## config.mk

```make
export PLATFORM = sky130hd
export DESIGN_NAME = saturn_bus_top
export DESIGN_NICKNAME = d
export VERILOG_FILES = /design/src/hw/saturn_bus_pkg.sv /design/src/hw/saturn_core_pkg.sv /design/src/hw/bus_req_capture.sv /design/src/hw/bus_cmd_sequencer.sv /design/src/hw/bus_nibble_memory.sv /design/src/hw/saturn_bus_top.sv
export SDC_FILE = /design/constraint.sdc
export NUM_CORES = 1
export LEC_CHECK = 0
export BUFFER_PORTS_ARGS = -buffer_cell sky130_fd_sc_hd__buf_4
export CAP_MARGIN = 20
export CORE_MARGIN = 2
export CORE_UTILIZATION = 62
export DETAILED_ROUTE_END_ITERATION = 10
export PLACE_DENSITY = 0.78
export SETUP_SLACK_MARGIN = 0.05
export SLEW_MARGIN = 25
export SYNTH_ARGS = -nofsm -noshare
export SYNTH_HDL_FRONTEND = slang
export SYNTH_HIERARCHICAL = 1
export SYNTH_SLANG_ARGS = --single-unit
```

## constraint.sdc

```tcl
create_clock -name i_clk -period 5.2 [get_ports i_clk]
set_input_delay 1.04 -clock i_clk [delete_from_list [all_inputs] [get_ports i_clk]]
set_output_delay 1.04 -clock i_clk [all_outputs]
set_load 0.05 [all_outputs]
```

## src/hw/saturn_bus_pkg.sv

```systemverilog
package saturn_bus_pkg;

  // address loads carry five nibbles, low nibble first
  localparam int ADDR_NIBS = 5;
  localparam int ADDR_CNT_W = $clog2(ADDR_NIBS);

  // width of the device pointers
  localparam int BUS_AW = ADDR_NIBS * 4;

  // Saturn bus command codes
  typedef enum logic [3:0] {
    BUSCMD_PC_READ  = 4'h0,
    BUSCMD_DP_WRITE = 4'h1,
    BUSCMD_DP_READ  = 4'h2,
    BUSCMD_LOAD_PC  = 4'h4,
    BUSCMD_LOAD_DP  = 4'h5,
    BUSCMD_NOP      = 4'hf
  } bus_cmd_e;

  // one nibble on the bus, either a command or an address/data value
  typedef union packed {
    bus_cmd_e   cmd;
    logic [3:0] val;
  } bus_nib_u;

  // controller to device bus
  typedef struct packed {
    logic     strobe;
    // set when nib holds a command
    logic     cmd_data;
    bus_nib_u nib;
  } bus_word_t;

endpackage

```

## src/hw/saturn_core_pkg.sv

```systemverilog
package saturn_core_pkg;

  // core side address width
  localparam int REQ_AW = 20;

  // transfers run from 1 to MAX_XFER nibbles
  localparam int MAX_XFER = 16;
  localparam int CNT_W = $clog2(MAX_XFER);
  localparam int WDATA_W = MAX_XFER * 4;

  // bus device RAM, addresses wrap modulo its depth
  localparam int MEM_NIBS = 256;
  localparam int MEM_AW = $clog2(MEM_NIBS);

  // kinds of work the core can ask for
  typedef enum logic [1:0] {
    REQ_LOAD_PC  = 2'd0,
    REQ_DP_READ  = 2'd1,
    REQ_DP_WRITE = 2'd2
  } req_kind_e;

  // one core request
  typedef struct packed {
    req_kind_e            kind;
    logic [REQ_AW-1:0]    addr;
    // number of nibbles minus one
    logic [CNT_W-1:0]     count;
    // nibble 0 in the low bits
    logic [WDATA_W-1:0]   wdata;
  } core_req_t;

endpackage

```

## src/hw/bus_req_capture.sv

```systemverilog
`timescale 1ns/10ps

module bus_req_capture (
  input  logic                               i_clk,
  input  logic                               do_cmd_reset,
  input  saturn_core_pkg::core_req_t         i_req,
  input  logic                               i_accept,
  input  logic                               i_take_wdata,
  output saturn_core_pkg::req_kind_e         o_req_kind,
  output logic [saturn_core_pkg::REQ_AW-1:0] o_addr,
  output logic [saturn_core_pkg::CNT_W-1:0]  o_count,
  output logic [3:0]                         o_wnib
);

  import saturn_core_pkg::*;

  req_kind_e          kind_q;
  logic [CNT_W-1:0]   count_q;
  logic [REQ_AW-1:0]  addr_q;
  logic [WDATA_W-1:0] wdata_q;

  // request kind and length steer the sequencer
  always_ff @(posedge i_clk) begin
    if (do_cmd_reset) begin
      kind_q  <= REQ_LOAD_PC;
      count_q <= '0;
    end else if (i_accept) begin
      kind_q  <= i_req.kind;
      count_q <= i_req.count;
    end
  end

  // address and write data, shifted one nibble per take
  always_ff @(posedge i_clk) begin
    if (i_accept) begin
      addr_q  <= i_req.addr;
      wdata_q <= i_req.wdata;
    end else if (i_take_wdata) begin
      wdata_q <= {4'h0, wdata_q[WDATA_W-1:4]};
    end
  end

  assign o_req_kind = kind_q;
  assign o_addr     = addr_q;
  assign o_count    = count_q;

  // head of the shift register is the next nibble to send
  assign o_wnib = wdata_q[3:0];

endmodule

```

## src/hw/bus_cmd_sequencer.sv

```systemverilog
`timescale 1ns/10ps

module bus_cmd_sequencer (
  input  logic                               i_clk,
  input  logic                               do_cmd_reset,
  input  logic                               i_req_valid,
  input  logic                               i_fetch,
  input  saturn_core_pkg::req_kind_e         i_req_kind,
  input  logic [saturn_core_pkg::REQ_AW-1:0] i_addr,
  input  logic [saturn_core_pkg::CNT_W-1:0]  i_count,
  input  logic [3:0]                         i_wnib,
  output logic                               o_accept,
  output logic                               o_take_wdata,
  output logic                               o_stalled_by_bus,
  output saturn_bus_pkg::bus_word_t          o_bus
);

  import saturn_core_pkg::*;
  import saturn_bus_pkg::*;

  typedef enum logic [2:0] {
    IDLE,
    SEND_CMD,
    SEND_ADDR,
    DP_XFER,
    SEND_DPW,
    RESUME_PC
  } seq_state_e;

  seq_state_e            state_q;
  logic [ADDR_CNT_W-1:0] addr_cnt_q;
  logic [CNT_W-1:0]      data_cnt_q;
  logic                  pc_loaded_q;
  logic                  stall_q;

  logic                  addr_last;
  logic                  xfer_last;
  logic                  is_write;
  logic                  fetch_go;
  bus_word_t             bus_d;

  // requests only get in while the bus is free
  assign o_accept = i_req_valid && !stall_q;

  assign addr_last = (addr_cnt_q == ADDR_CNT_W'(ADDR_NIBS - 1));
  assign xfer_last = (data_cnt_q == i_count);
  assign is_write  = (i_req_kind == REQ_DP_WRITE);

  // one fetch read per cycle, held off for a new request
  assign fetch_go = (state_q == IDLE) && !stall_q && i_fetch && pc_loaded_q && !i_req_valid;

  // write nibble leaves the capture as it goes on the bus
  assign o_take_wdata = (state_q == DP_XFER) && is_write;

  assign o_stalled_by_bus = stall_q;

  always_ff @(posedge i_clk) begin
    if (do_cmd_reset) begin
      state_q     <= IDLE;
      addr_cnt_q  <= '0;
      data_cnt_q  <= '0;
      pc_loaded_q <= 1'b0;
      stall_q     <= 1'b0;
    end else begin
      // stall holds one cycle past the last bus word
      stall_q <= o_accept || (state_q != IDLE);
      case (state_q)
        IDLE: begin
          if (o_accept) begin
            state_q <= SEND_CMD;
          end
        end
        SEND_CMD: begin
          addr_cnt_q <= '0;
          state_q    <= SEND_ADDR;
        end
        SEND_ADDR: begin
          addr_cnt_q <= addr_cnt_q + 1'b1;
          data_cnt_q <= '0;
          if (addr_last) begin
            case (i_req_kind)
              REQ_DP_READ:  state_q <= DP_XFER;
              REQ_DP_WRITE: state_q <= SEND_DPW;
              default: begin
                pc_loaded_q <= 1'b1;
                state_q     <= IDLE;
              end
            endcase
          end
        end
        SEND_DPW: begin
          data_cnt_q <= '0;
          state_q    <= DP_XFER;
        end
        DP_XFER: begin
          data_cnt_q <= data_cnt_q + 1'b1;
          if (xfer_last) begin
            state_q <= RESUME_PC;
          end
        end
        RESUME_PC: begin
          state_q <= IDLE;
        end
        default: begin
          state_q <= IDLE;
        end
      endcase
    end
  end

  // next bus word, one per state
  always_comb begin
    bus_d = '0;
    case (state_q)
      IDLE: begin
        // plain strobe reads at the device PC
        bus_d.strobe = fetch_go;
      end
      SEND_CMD: begin
        bus_d.strobe   = 1'b1;
        bus_d.cmd_data = 1'b1;
        bus_d.nib.cmd  = (i_req_kind == REQ_LOAD_PC) ? BUSCMD_LOAD_PC : BUSCMD_LOAD_DP;
      end
      SEND_ADDR: begin
        bus_d.strobe  = 1'b1;
        bus_d.nib.val = i_addr[{addr_cnt_q, 2'b00} +: 4];
      end
      SEND_DPW: begin
        bus_d.strobe   = 1'b1;
        bus_d.cmd_data = 1'b1;
        bus_d.nib.cmd  = BUSCMD_DP_WRITE;
      end
      DP_XFER: begin
        // reads carry no payload
        bus_d.strobe  = 1'b1;
        bus_d.nib.val = is_write ? i_wnib : 4'h0;
      end
      RESUME_PC: begin
        bus_d.strobe   = 1'b1;
        bus_d.cmd_data = 1'b1;
        bus_d.nib.cmd  = BUSCMD_PC_READ;
      end
      default: begin
        bus_d = '0;
      end
    endcase
  end

  always_ff @(posedge i_clk) begin
    if (do_cmd_reset) begin
      o_bus <= '0;
    end else begin
      o_bus <= bus_d;
    end
  end

endmodule

```

## src/hw/bus_nibble_memory.sv

```systemverilog
`timescale 1ns/10ps

module bus_nibble_memory (
  input  logic                      i_clk,
  input  logic                      do_cmd_reset,
  input  saturn_bus_pkg::bus_word_t i_bus,
  output logic [3:0]                o_rd_nib,
  output logic                      o_rd_valid,
  output logic                      o_rd_is_data
);

  import saturn_bus_pkg::*;
  import saturn_core_pkg::*;

  logic [3:0]            ram [MEM_NIBS];
  bus_cmd_e              mode_q;
  logic [BUS_AW-1:0]     pc_q;
  logic [BUS_AW-1:0]     dp_q;
  logic [BUS_AW-1:0]     addr_sh_q;
  logic [ADDR_CNT_W-1:0] addr_cnt_q;

  logic                  cmd_stb;
  logic                  data_stb;
  logic                  loading;
  logic                  addr_last;
  logic                  do_read;
  logic                  do_write;
  logic [BUS_AW-1:0]     addr_full;
  logic [BUS_AW-1:0]     ptr;
  logic [MEM_AW-1:0]     ram_idx;

  assign cmd_stb  = i_bus.strobe && i_bus.cmd_data;
  assign data_stb = i_bus.strobe && !i_bus.cmd_data;

  assign loading   = (mode_q == BUSCMD_LOAD_PC) || (mode_q == BUSCMD_LOAD_DP);
  assign addr_last = (addr_cnt_q == ADDR_CNT_W'(ADDR_NIBS - 1));
  assign do_read   = data_stb && ((mode_q == BUSCMD_PC_READ) || (mode_q == BUSCMD_DP_READ));
  assign do_write  = data_stb && (mode_q == BUSCMD_DP_WRITE);

  // incoming nibble lands on top, low nibble arrived first
  assign addr_full = {i_bus.nib.val, addr_sh_q[BUS_AW-1:4]};

  // pointer wraps over the RAM depth
  assign ptr     = (mode_q == BUSCMD_PC_READ) ? pc_q : dp_q;
  assign ram_idx = ptr[MEM_AW-1:0];

  always_ff @(posedge i_clk) begin
    if (do_cmd_reset) begin
      mode_q     <= BUSCMD_NOP;
      pc_q       <= '0;
      dp_q       <= '0;
      addr_cnt_q <= '0;
      o_rd_valid <= 1'b0;
    end else begin
      o_rd_valid <= do_read;
      if (cmd_stb) begin
        case (i_bus.nib.cmd)
          BUSCMD_LOAD_PC, BUSCMD_LOAD_DP: begin
            mode_q     <= i_bus.nib.cmd;
            addr_cnt_q <= '0;
          end
          BUSCMD_PC_READ, BUSCMD_DP_READ, BUSCMD_DP_WRITE: begin
            mode_q <= i_bus.nib.cmd;
          end
          default: begin
            mode_q <= BUSCMD_NOP;
          end
        endcase
      end else if (data_stb) begin
        case (mode_q)
          BUSCMD_LOAD_PC, BUSCMD_LOAD_DP: begin
            addr_cnt_q <= addr_cnt_q + 1'b1;
            // full address in, switch to the matching read mode
            if (addr_last && (mode_q == BUSCMD_LOAD_PC)) begin
              pc_q   <= addr_full;
              mode_q <= BUSCMD_PC_READ;
            end else if (addr_last) begin
              dp_q   <= addr_full;
              mode_q <= BUSCMD_DP_READ;
            end
          end
          BUSCMD_PC_READ: pc_q <= pc_q + 1'b1;
          BUSCMD_DP_READ, BUSCMD_DP_WRITE: dp_q <= dp_q + 1'b1;
          default: ;
        endcase
      end
    end
  end

  always_ff @(posedge i_clk) begin
    if (data_stb && loading) begin
      addr_sh_q <= addr_full;
    end
    if (do_write) begin
      ram[ram_idx] <= i_bus.nib.val;
    end
    if (do_read) begin
      o_rd_nib     <= ram[ram_idx];
      o_rd_is_data <= (mode_q == BUSCMD_DP_READ);
    end
  end

endmodule

```

## src/hw/saturn_bus_top.sv

```systemverilog
`timescale 1ns/10ps

module saturn_bus_top (
  input  logic                       i_clk,
  input  logic                       do_cmd_reset,
  input  saturn_core_pkg::core_req_t i_req,
  input  logic                       i_req_valid,
  input  logic                       i_fetch,
  output logic                       o_stalled_by_bus,
  output logic [3:0]                 o_nibble,
  output logic                       o_nibble_valid,
  output logic                       o_nibble_is_data
);

  import saturn_core_pkg::*;
  import saturn_bus_pkg::*;

  req_kind_e         req_kind;
  logic [REQ_AW-1:0] req_addr;
  logic [CNT_W-1:0]  req_count;
  logic [3:0]        wnib;
  logic              accept;
  logic              take_wdata;
  bus_word_t         bus;

  bus_req_capture u_capture (
    .i_clk        (i_clk),
    .do_cmd_reset (do_cmd_reset),
    .i_req        (i_req),
    .i_accept     (accept),
    .i_take_wdata (take_wdata),
    .o_req_kind   (req_kind),
    .o_addr       (req_addr),
    .o_count      (req_count),
    .o_wnib       (wnib)
  );

  bus_cmd_sequencer u_sequencer (
    .i_clk            (i_clk),
    .do_cmd_reset     (do_cmd_reset),
    .i_req_valid      (i_req_valid),
    .i_fetch          (i_fetch),
    .i_req_kind       (req_kind),
    .i_addr           (req_addr),
    .i_count          (req_count),
    .i_wnib           (wnib),
    .o_accept         (accept),
    .o_take_wdata     (take_wdata),
    .o_stalled_by_bus (o_stalled_by_bus),
    .o_bus            (bus)
  );

  // far side of the bus
  bus_nibble_memory u_memory (
    .i_clk        (i_clk),
    .do_cmd_reset (do_cmd_reset),
    .i_bus        (bus),
    .o_rd_nib     (o_nibble),
    .o_rd_valid   (o_nibble_valid),
    .o_rd_is_data (o_nibble_is_data)
  );

endmodule

```

# Word-level counts from Yosys, hierarchy flattened
# Memories as Yosys holds them, arrays and structs flattened. A register that Yosys moved wholly into a read port is not among the register bits.
# Index checks and enable logic that the tools add are counted.
[word_totals]
regBits = 177
ramBits = 1024
input_bits = 94
output_inout_bits = 7
word_cells = 130
mem_count = 1
[classes]
addsub = 5
n_eq_ne = 25
shifts = 1
n_mux = 32
n_bitwise = 2
reduce_logical = 45
[memory_table]
columns = ["memory", "depth", "width", "rd", "rd_clocked_by_memory_dff", "wr", "line_no", "rtl"]
rows = [
  ["u_memory.ram", 256, 4, 1, 1, 1, "bus_nibble_memory.sv:15", "logic [3:0] ram [MEM_NIBS];"],
]
[op_table]
columns = ["op", "n"]
rows = [
  ["two-way mux 64 bit", 2],
  ["case mux 20 bit (2 select lines)", 2],
  ["two-way mux 20 bit", 3],
  ["adder 20 x 1 -> 20 bit (second input constant)", 2],
  ["two-way mux 4 bit", 7],
  ["two-way mux 3 bit", 7],
  ["variable part select 20 x 6 -> 4 bit", 1],
  ["== test 4 x 3 -> 1 bit (second input constant)", 4],
  ["case mux 4 bit (4 select lines)", 1],
  ["case mux 3 bit (5 select lines)", 1],
  ["nonzero test 2 bit", 7],
  ["== test 3 bit (second input constant)", 4],
  ["logical AND 1 bit", 12],
  ["case mux 3 bit (2 select lines)", 2],
  ["AND reduction 3 bit", 4],
  ["inequality test 2 x 1 -> 1 bit (second input constant)", 5],
  ["OR reduction 2 bit", 5],
  ["OR reduction 5 bit", 2],
  ["== test 4 x 1 -> 1 bit (second input constant)", 2],
  ["== test 4 x 2 -> 1 bit (second input constant)", 2],
  ["logical NOT 4 bit", 2],
  ["two-way mux 8 bit", 1],
  ["case mux 4 bit (2 select lines)", 1],
  ["adder 3 x 1 -> 3 bit (second input constant)", 2],
  ["other kinds (18)", 29],
]

# Logic depth before layout (Yosys ltp)
# Gate-level depths: netlist (run 1).
[depth]
depth_word = 6
ltp_mapped = 13
depth_no_buf = 9

# By module
# The synthesis (run 1) kept the hierarchy.
[by_module_without_submodules]
columns = ["module", "n_inst", "cells_per_inst", "area_each_um2", "seq_area_each_um2"]
rows = [
  ["bus_nibble_memory", 1, 3385, 43266.5, 31860.6],
  ["bus_req_capture", 1, 179, 3826.2, 2642.5],
  ["bus_cmd_sequencer", 1, 137, 1133.6, 360.3],
]

# Least setup slack after synthesis (run 1)
# Ideal clock, no wire load.
[synth_path]
path_type = "input to register"
from = "in i_req_valid"
to = "reg u_capture.wdata_q[0], enable pin"
setup_ns = 0.426
t_arrival_ns = 3.974
t_required_ns = 4.774
slack_ns = 0.800
stages = 4
path_buffers = 2
cell_sequence = "nor2b_1 buf_6 buf_6 or2_1"
[synth_via]
elab_chain_len = 2
[synth_rtl]
columns = ["element", "line_no", "rtl"]
rows = [
  ["start: declaration", "saturn_bus_top.sv:7", "input logic i_req_valid,"],
  ["logical AND 1 bit", "bus_cmd_sequencer.sv:43", "assign o_accept = i_req_valid && !stall_q;"],
  ["nonzero test 2 bit (no source line)", "n/a", ""],
  ["end signal: assignment", "bus_req_capture.sv:37", "wdata_q <= i_req.wdata;"],
  ["end signal: assignment", "bus_req_capture.sv:39", "wdata_q <= {4'h0, wdata_q[WDATA_W-1:4]};"],
  ["end: declaration", "bus_req_capture.sv:20", "logic [WDATA_W-1:0] wdata_q;"],
]
# No other way between the ends.
# A chain may end at the register's enable or synchronous reset.

# Worst setup path after layout (run 1)
[layout_path]
from = "reg u_memory.mode_q[0]"
to = "reg u_memory.o_rd_nib[1] (read register of u_memory.ram) (data pin)"
[layout_via]
elab_chain_len = 3
[layout_rtl]
columns = ["element", "line_no", "rtl"]
rows = [
  ["start: declaration", "bus_nibble_memory.sv:16", "bus_cmd_e mode_q;"],
  ["start signal: assignment", "bus_nibble_memory.sv:59", "mode_q <= i_bus.nib.cmd;"],
  ["start signal: assignment", "bus_nibble_memory.sv:63", "mode_q <= i_bus.nib.cmd;"],
  ["== test 4 x 2 -> 1 bit / logical NOT 4 bit (equally long branches)", "bus_nibble_memory.sv:37, bus_nibble_memory.sv:44", ""],
  ["logical OR 1 bit", "bus_nibble_memory.sv:37", "assign do_read = data_stb && ((mode_q == BUSCMD_PC_READ) || (mode_q == BUSCMD_DP_READ));"],
  ["logical AND 1 bit", "bus_nibble_memory.sv:37", ""],
  ["end: declaration", "bus_nibble_memory.sv:7", "output logic [3:0] o_rd_nib,"],
]
# Parallel ways exist; a longest one is shown, timed or not.

==> qor.txt, run 1 <==
#FFs+latches synth: 1177
CP Capture Point: u_memory/o_rd_nib[1]
DP Cell Count: 4672
Avg Inst Size Synth: 13.0 um^2
GRT Max-Usage Layer: met2
Vias in the first global route: 30100
Maximum VDD drop: 0.312 mV
GRT Util Overall: 29.6%
TritonCTS sink count: 1177
Num rows: 102
Die area: 80000 um^2
Worst slew pin tran: 1080 ps
Clock Path Buffers: 3
Antenna violations before repair: 1
WP data required: 5730 ps
Pins over their slew limit: 0
Share of layout cells above drive strength 1: 11.6%
Run status: finished, final reports clean
CP Max Fanout: 183
Post-Layout Cell Count: 4882
Mapped Cells: 3701
Max-Cap Viols: 0
DIE WIDTH: 283 um
Critical R2R Launch: u_memory/mode_q[0]
Hold Crit Class: flip-flop to flip-flop
Critical-path top delay cell: nor4_4
CTS H-Tree Depth: 3
RSZ-0062 raised after global routing: no
Synth Area in Compound Gates: 4.47%
Synthesized area: 48200 um^2
Initial Util: 62.5%
Die Height: 283 um
Main synth FF type: edfxtp_1
Yosys warning total: 6
PortBufs: 100
Main combinational cell family by area after synthesis: simple AND/OR/NAND/NOR gates
CTS root buffer: clkbuf_16
EDFF count, synth: 1129
Area contributors post-synth: edfxtp_1, nand2_1, nand3_1
CTS Hold Buffers Added: 0
WHS Path Cells: 0
R2r setup slk: 830 ps
GRT overflow: 0
N_diodes: 0
GPL Wtd Cong: 0.860
DR pass1 iterations: 8
Setup Skew: 25.5 ps
Total power: 19.1 mW
DRC: 0
Total Wirelength: 120 mm
Hold Fails Final Rpt: 0
Antenna-violating nets left: 0
Post-Synthesis Net Count: 3805
Worst setup SP type: flip-flop
Via Count: 31500
GR Util met3: 6.22%
Clock Latency Late Sink: 670 ps
Max Clk Rate: 229 MHz
Adder-Cell Fraction of Synth Area: 0.259%
FF/Latch Area: 34900 um^2
Top-count cell post-synth: edfxtp_1
PostCTS Resize Cnt: 0
Sum Neg Setup Slack: 0 ps
CP Class: flip-flop to flip-flop
Core Region: 77200 um^2
Period utilization: 84.0%
Synth top area share: 70.3%
Via/cell ratio: 6.46
Syn-to-layout area delta: 10.9%
Synth cell count leaders: edfxtp_1, nand2_1, nand3_1
Crit path launch: u_memory/mode_q[0]
Worst r2r dst: u_memory/o_rd_nib[1]
Hpwl dp: 69.7 mm
Initial DRC Count: 4900
Fill cells: 5053
Clock transition at path regs: 60 ps
Final Setup Violations: 0
M2 GR Usage: 46.0%
Synth async-reset ratio: 0%
Largest area contributor in the netlist: edfxtp_1
Io pins: 101
CP cell instances: nor4_4 > mux2_8 > buf_12 > nand2_1 > a31oi_1 > nand4_1 > a41oi_1 > nor3_1 > nand4_1
Worst Path Arrival: 4900 ps
CTS tree: built
Largest net degree at the start of global routing: 229
Post-CTS setup buffers: 0
Mux cell area share after synthesis: 3.84%
Simple-gate share of the synthesized area: 16.2%
Final hold slack: 418 ps
Average wire per standard cell: 24.6 um
Crit-path max cell delay: 830 ps
Area of the multi-input gates: 12100 um^2
Synth cell types: 80
Tmin final: 4370 ps
Endpoint type of the worst setup path: flip-flop
Worst r2r path cells: 9
First-pass GRT wire length: 181 mm
Pwr dens: 357 nW/um^2
GRT met1 Usage: 41.6%
Most frequent CP cell: nand4_1
Final net count: 3852
Relative slew slack: 27.7%
Sequential area share after synthesis: 72.3%
Synth Area in XOR/XNOR: 0.109%
Pleak: 18.4 nW
Clock buffers created by TritonCTS: 113
==> report_power, final <==
part | internal, mW | switching, mW
sequential | 10.5 | 0.100
combinational | 0.206 | 0.277
clock | 4.54 | 3.42
==> sequential cells by signal, indices dropped and copies added, names as in the netlist <==
register and cells:
u_memory/addr_cnt_q 3, u_capture/o_count 4, u_sequencer/state_q 3, u_memory/addr_sh_q 16, u_memory/mode_q 4, u_memory/o_rd_valid 1
u_sequencer/addr_cnt_q 3, u_memory/ram 1024, u_memory/dp_q 8, u_sequencer/data_cnt_q 4, u_memory/o_rd_is_data 1, u_capture/o_req_kind 2
u_memory/o_rd_nib 4, u_capture/wdata_q 64, u_sequencer/pc_loaded_q 1, u_capture/o_addr 20, u_sequencer/o_bus 6, u_memory/pc_q 8
u_sequencer/o_stalled_by_bus 1
==> worst max-delay path: cells and delay by family, from the launching register on <==
family                 cells  cell delay, ps
buffers and inverters      1             690
flip-flops                 1             440
AND/OR/NAND/NOR            5            1410
AO/OA/AOI/OAI              2             910
multiplexers               1             680
==> final cells by class <==
type	instances	area share, %
Multi-Input combinational cell	2272	22.6
Inverter	7	0.0491
Clock buffer	154	5.84
Timing Repair Buffer	177	2.94
Tap cell	1040	2.43
Sequential cell	1177	65.2
Clock inverter	55	0.868
==> worst min path at each step <==
stage | slack, ps | endpoint | start
floorplan | 400 | u_memory/addr_sh_q[10] | u_memory/addr_sh_q[14]
global placement | 400 | u_memory/addr_sh_q[8] | u_memory/addr_sh_q[12]
detailed placement | 410 | u_memory/addr_sh_q[13] | u_memory/addr_sh_q[17]
CTS | 420 | u_memory/addr_sh_q[13] | u_memory/addr_sh_q[17]
global route | 420 | u_memory/addr_sh_q[13] | u_memory/addr_sh_q[17]
finish | 420 | u_memory/addr_sh_q[13] | u_memory/addr_sh_q[17]
==> cells by family after synthesis <==
logic type	count (synthesis)
and+or+nand+nor	1809
DFF	1177
AOI/OAI and AO/OA	303
buffers and inverters	252
muxes	144
adders and majority gates	10
xor gates and xnor gates	6
==> stage by stage <==
stage | area (um^2) | utilization, % | worst slack, ps
after global placement | 49900 | 64.6 | 1030
after floorplan | 48200 | - | 800
after CTS | 53500 | 69.2 | 930
final | 53500 | 69.3 | 834
after detailed placement | 49900 | 64.6 | 964
after global routing | 53500 | 69.3 | 607
==> cells in the final DEF, fill, tap and decap left out, types with 11 or more instances in the layout <==
cell	n
a22oi_1	16
mux2i_1	68
nor2_1	319
nand2_1	944
buf_12	18
clkinv_1	21
buf_4	158
mux2_4	59
dfxtp_1	44
nand3_1	326
a31oi_1	103
nand2b_1	17
a21oi_1	37
o21ai_0	27
clkbuf_16	115
nand4_1	101
clkinv_2	18
nor3_1	24
a311oi_1	11
edfxtp_1	1129
a32oi_1	46
and3_1	15
clkbuf_1	29
==> routing by layer <==
metal  vias to the layer above  part of all wire [%]
met1                     15400                    38
li1                      13700                     -
met4                         2                   3.9
met2                      2138                    47
met3                       330                    12
met5                         -                 0.011
Note: power is estimated with default switching activity, not from simulation.
==> run 2, diff against run 1 <==
CORE_UTILIZATION = 56   (was 62)
PLACE_DENSITY = 0.74   (was 0.78)
clock period = 3.6 ns   (was 5.2 ns; I/O delays follow)
==> qor.txt, run 2 (synthesis results as in run 1) <==
CP Max Fanout: 60 (-67%)
Antenna violations before repair: 0 (-1)
Die area: 88500 um^2 (+11%)
Via/cell ratio: 6.21 (-4.0%)
Pleak: 18.8 nW (+2.2%)
Worst Path Arrival: 3900 ps (-1000 ps)
DRC: 0 (unchanged)
Run status: finished, final reports clean
DR pass1 iterations: 7 (-1)
Final Instance Area: 54400 um^2 (+1.7%)
FF/Latch Area: 34900 um^2 (unchanged)
Vias in the first global route: 30400 (+1.1%)
Clock transition at path regs: 60 ps (about the same)
Utilization after layout: 63.8% (-5.5 points)
Initial Util: 56.6% (-5.9 points)
Die Height: 297 um (+5.1%)
Hold Fails Final Rpt: 0 (unchanged)
Relative slew slack: 29.9% (+2.3 points)
Hold Crit Class: input port to flip-flop
Via Count: 31400 (-0.44%)
Post-Layout Cell Count: 5061 (+3.7%)
Final Setup Violations: 0 (unchanged)
Place WS: -94.7 ps (-1060 ps)
Hold path start: i_req[72]
DP Cell Count: 4850 (+3.8%)
Share of layout cells above drive strength 1: 13.2% (+1.6 points)
Num rows: 107 (+4.9%)
Worst r2r dst: u_memory/o_rd_nib[1]
Area of the multi-input gates: 12100 um^2 (+0.24%)
Pins over their slew limit: 0 (unchanged)
Worst setup SP type: flip-flop
WP data required: 4010 ps (-1720 ps)
CTS H-Tree Depth: 3 (unchanged)
Worst r2r path cells: 10 (+1)
WHS Endpoint: u_capture/o_addr[4]
Largest net degree at the start of global routing: 110 (-52%)
Fill cells: 6154 (+22%)
Clock Path Buffers: 3 (unchanged)
CP cell instances: nor4_4 > buf_4 > mux2_2 > nor2_4 > buf_12 > a31oi_1 > nand4_1 > a41oi_2 > nor3_2 > nand4_1
Tmin final: 3490 ps (-875 ps)
First-pass GRT wire length: 183 mm (+1.3%)
RSZ-0062 raised after global routing: yes
GRT overflow: 0 (unchanged)
Hpwl dp: 74.3 mm (+6.5%)
Setup Skew: 23.0 ps (-2.52 ps)
Commonest cells after routing, fill and taps aside: edfxtp_1, nand2_1, nand3_1, nor2_1, buf_4
Sum Neg Setup Slack: 0 ps (unchanged)
TritonCTS sink count: 1177 (unchanged)
Core Region: 85300 um^2 (+10%)
Initial DRC Count: 4538 (-7.4%)
CTS tree: built
Number of flip-flops in the largest register: 1024 (unchanged)
Period utilization: 97.0% (+13 points)
Critical R2R Launch: u_memory/mode_q[2]
Clock Latency Late Sink: 680 ps (about the same)
GPL Wtd Cong: 0.885 (+2.9%)
Max-Cap Viols: 0 (unchanged)
Max Clk Rate: 286 MHz (+25%)
R2r setup slk: 110 ps (-730 ps)
Antenna-violating nets left: 0 (unchanged)
Final setup margin: 108 ps (-725 ps)
CP Class: flip-flop to flip-flop
Final hold slack: 225 ps (-193 ps)
GRT Util Overall: 27.0% (-2.5 points)
Io pins: 101 (unchanged)
WHS Path Cells: 1 (+1)
Most frequent CP cell: nand4_1
N_diodes: 0 (unchanged)
Pwr dens: 507 nW/um^2 (+42%)
Critical-path top delay cell: mux2_2
Commonest non-fill, non-tap cell in the layout: edfxtp_1
Endpoint type of the worst setup path: flip-flop
Clock buffers created by TritonCTS: 114 (+0.88%)
Maximum VDD drop: 0.422 mV (+35%)
PortBufs: 100 (unchanged)
DIE WIDTH: 297 um (+5.1%)
Crit-path max cell delay: 530 ps (-300 ps)
Final net count: 3930 (+2.0%)
Syn-to-layout area delta: 12.8%
Most flops, register: u_memory/ram
Dpl cell area: 50700 um^2 (+1.8%)
Worst slew pin tran: 1050 ps (-35.0 ps)
Total power: 27.6 mW (+44%)
Total Wirelength: 123 mm (+2.1%)
Average wire per standard cell: 24.3 um (-1.5%)
CTS root buffer: clkbuf_16
[run 2: cell types whose count changed in the layout (fill, tap and decap cells not counted), sizes merged]
cell	delta
clkbuf	-4
clkinvlp	-2
clkinv	+4
buf	+75
bufinv	+3
inv	-1
[run 2: layout make-up]
type                            instances  area share, %
Timing Repair Buffer                  254           4.33
Tap cell                             1144           2.63
Clock buffer                          148           5.56
Multi-Input combinational cell       2272           22.3
Clock inverter                         59          0.971
Inverter                                7         0.0483
Sequential cell                      1177           64.1
[run 2: what timing repair did]
item,4_1_cts,5_1_grt
gates cloned,0,2
hold buffers,0,0
endpoints found under the setup margin,2,59
setup buffers,0,2
pin swaps,0,2
gates resized for setup,2,5
[run 2: report_power, final]
group / switching, mW / internal (mW)
combinational: 0.427 / 0.313
clock: 4.89 / 6.58
sequential: 0.126 / 15.2
[run 2: how the worst max path moves through the flow]
stage	from	end	slack, ps	depth (start not counted)
2_1_floorplan	i_req_valid	u_capture/wdata_q[0]	150	4
3_3_place_gp	u_memory/mode_q[0]	u_memory/o_rd_nib[1]	-90	10
3_5_place_dp	u_memory/mode_q[0]	u_memory/o_rd_nib[1]	-90	10
4_1_cts	u_memory/mode_q[0]	u_memory/o_rd_nib[1]	50	10
5_1_grt	u_memory/mode_q[2]	u_memory/o_rd_nib[1]	0.4	13
6_report	u_memory/mode_q[2]	u_memory/o_rd_nib[1]	110	10
[run 2: routing by layer]
layer	global-route usage [%]	routed length, um	part of all wire, %
met5	0	0	0
met4	10.4	4730	3.9
met3	4.91	12600	10
met2	43.0	58200	47
met1	37.5	47300	39
[run 2: critical path, delay by kind of cell, from the launching register on]
family                 cells  cell delay [ps]
multiplexers               1              530
buffers and inverters      2              500
AO/OA/AOI/OAI              2              510
flip-flops                 1              330
AND/OR/NAND/NOR            5             1280
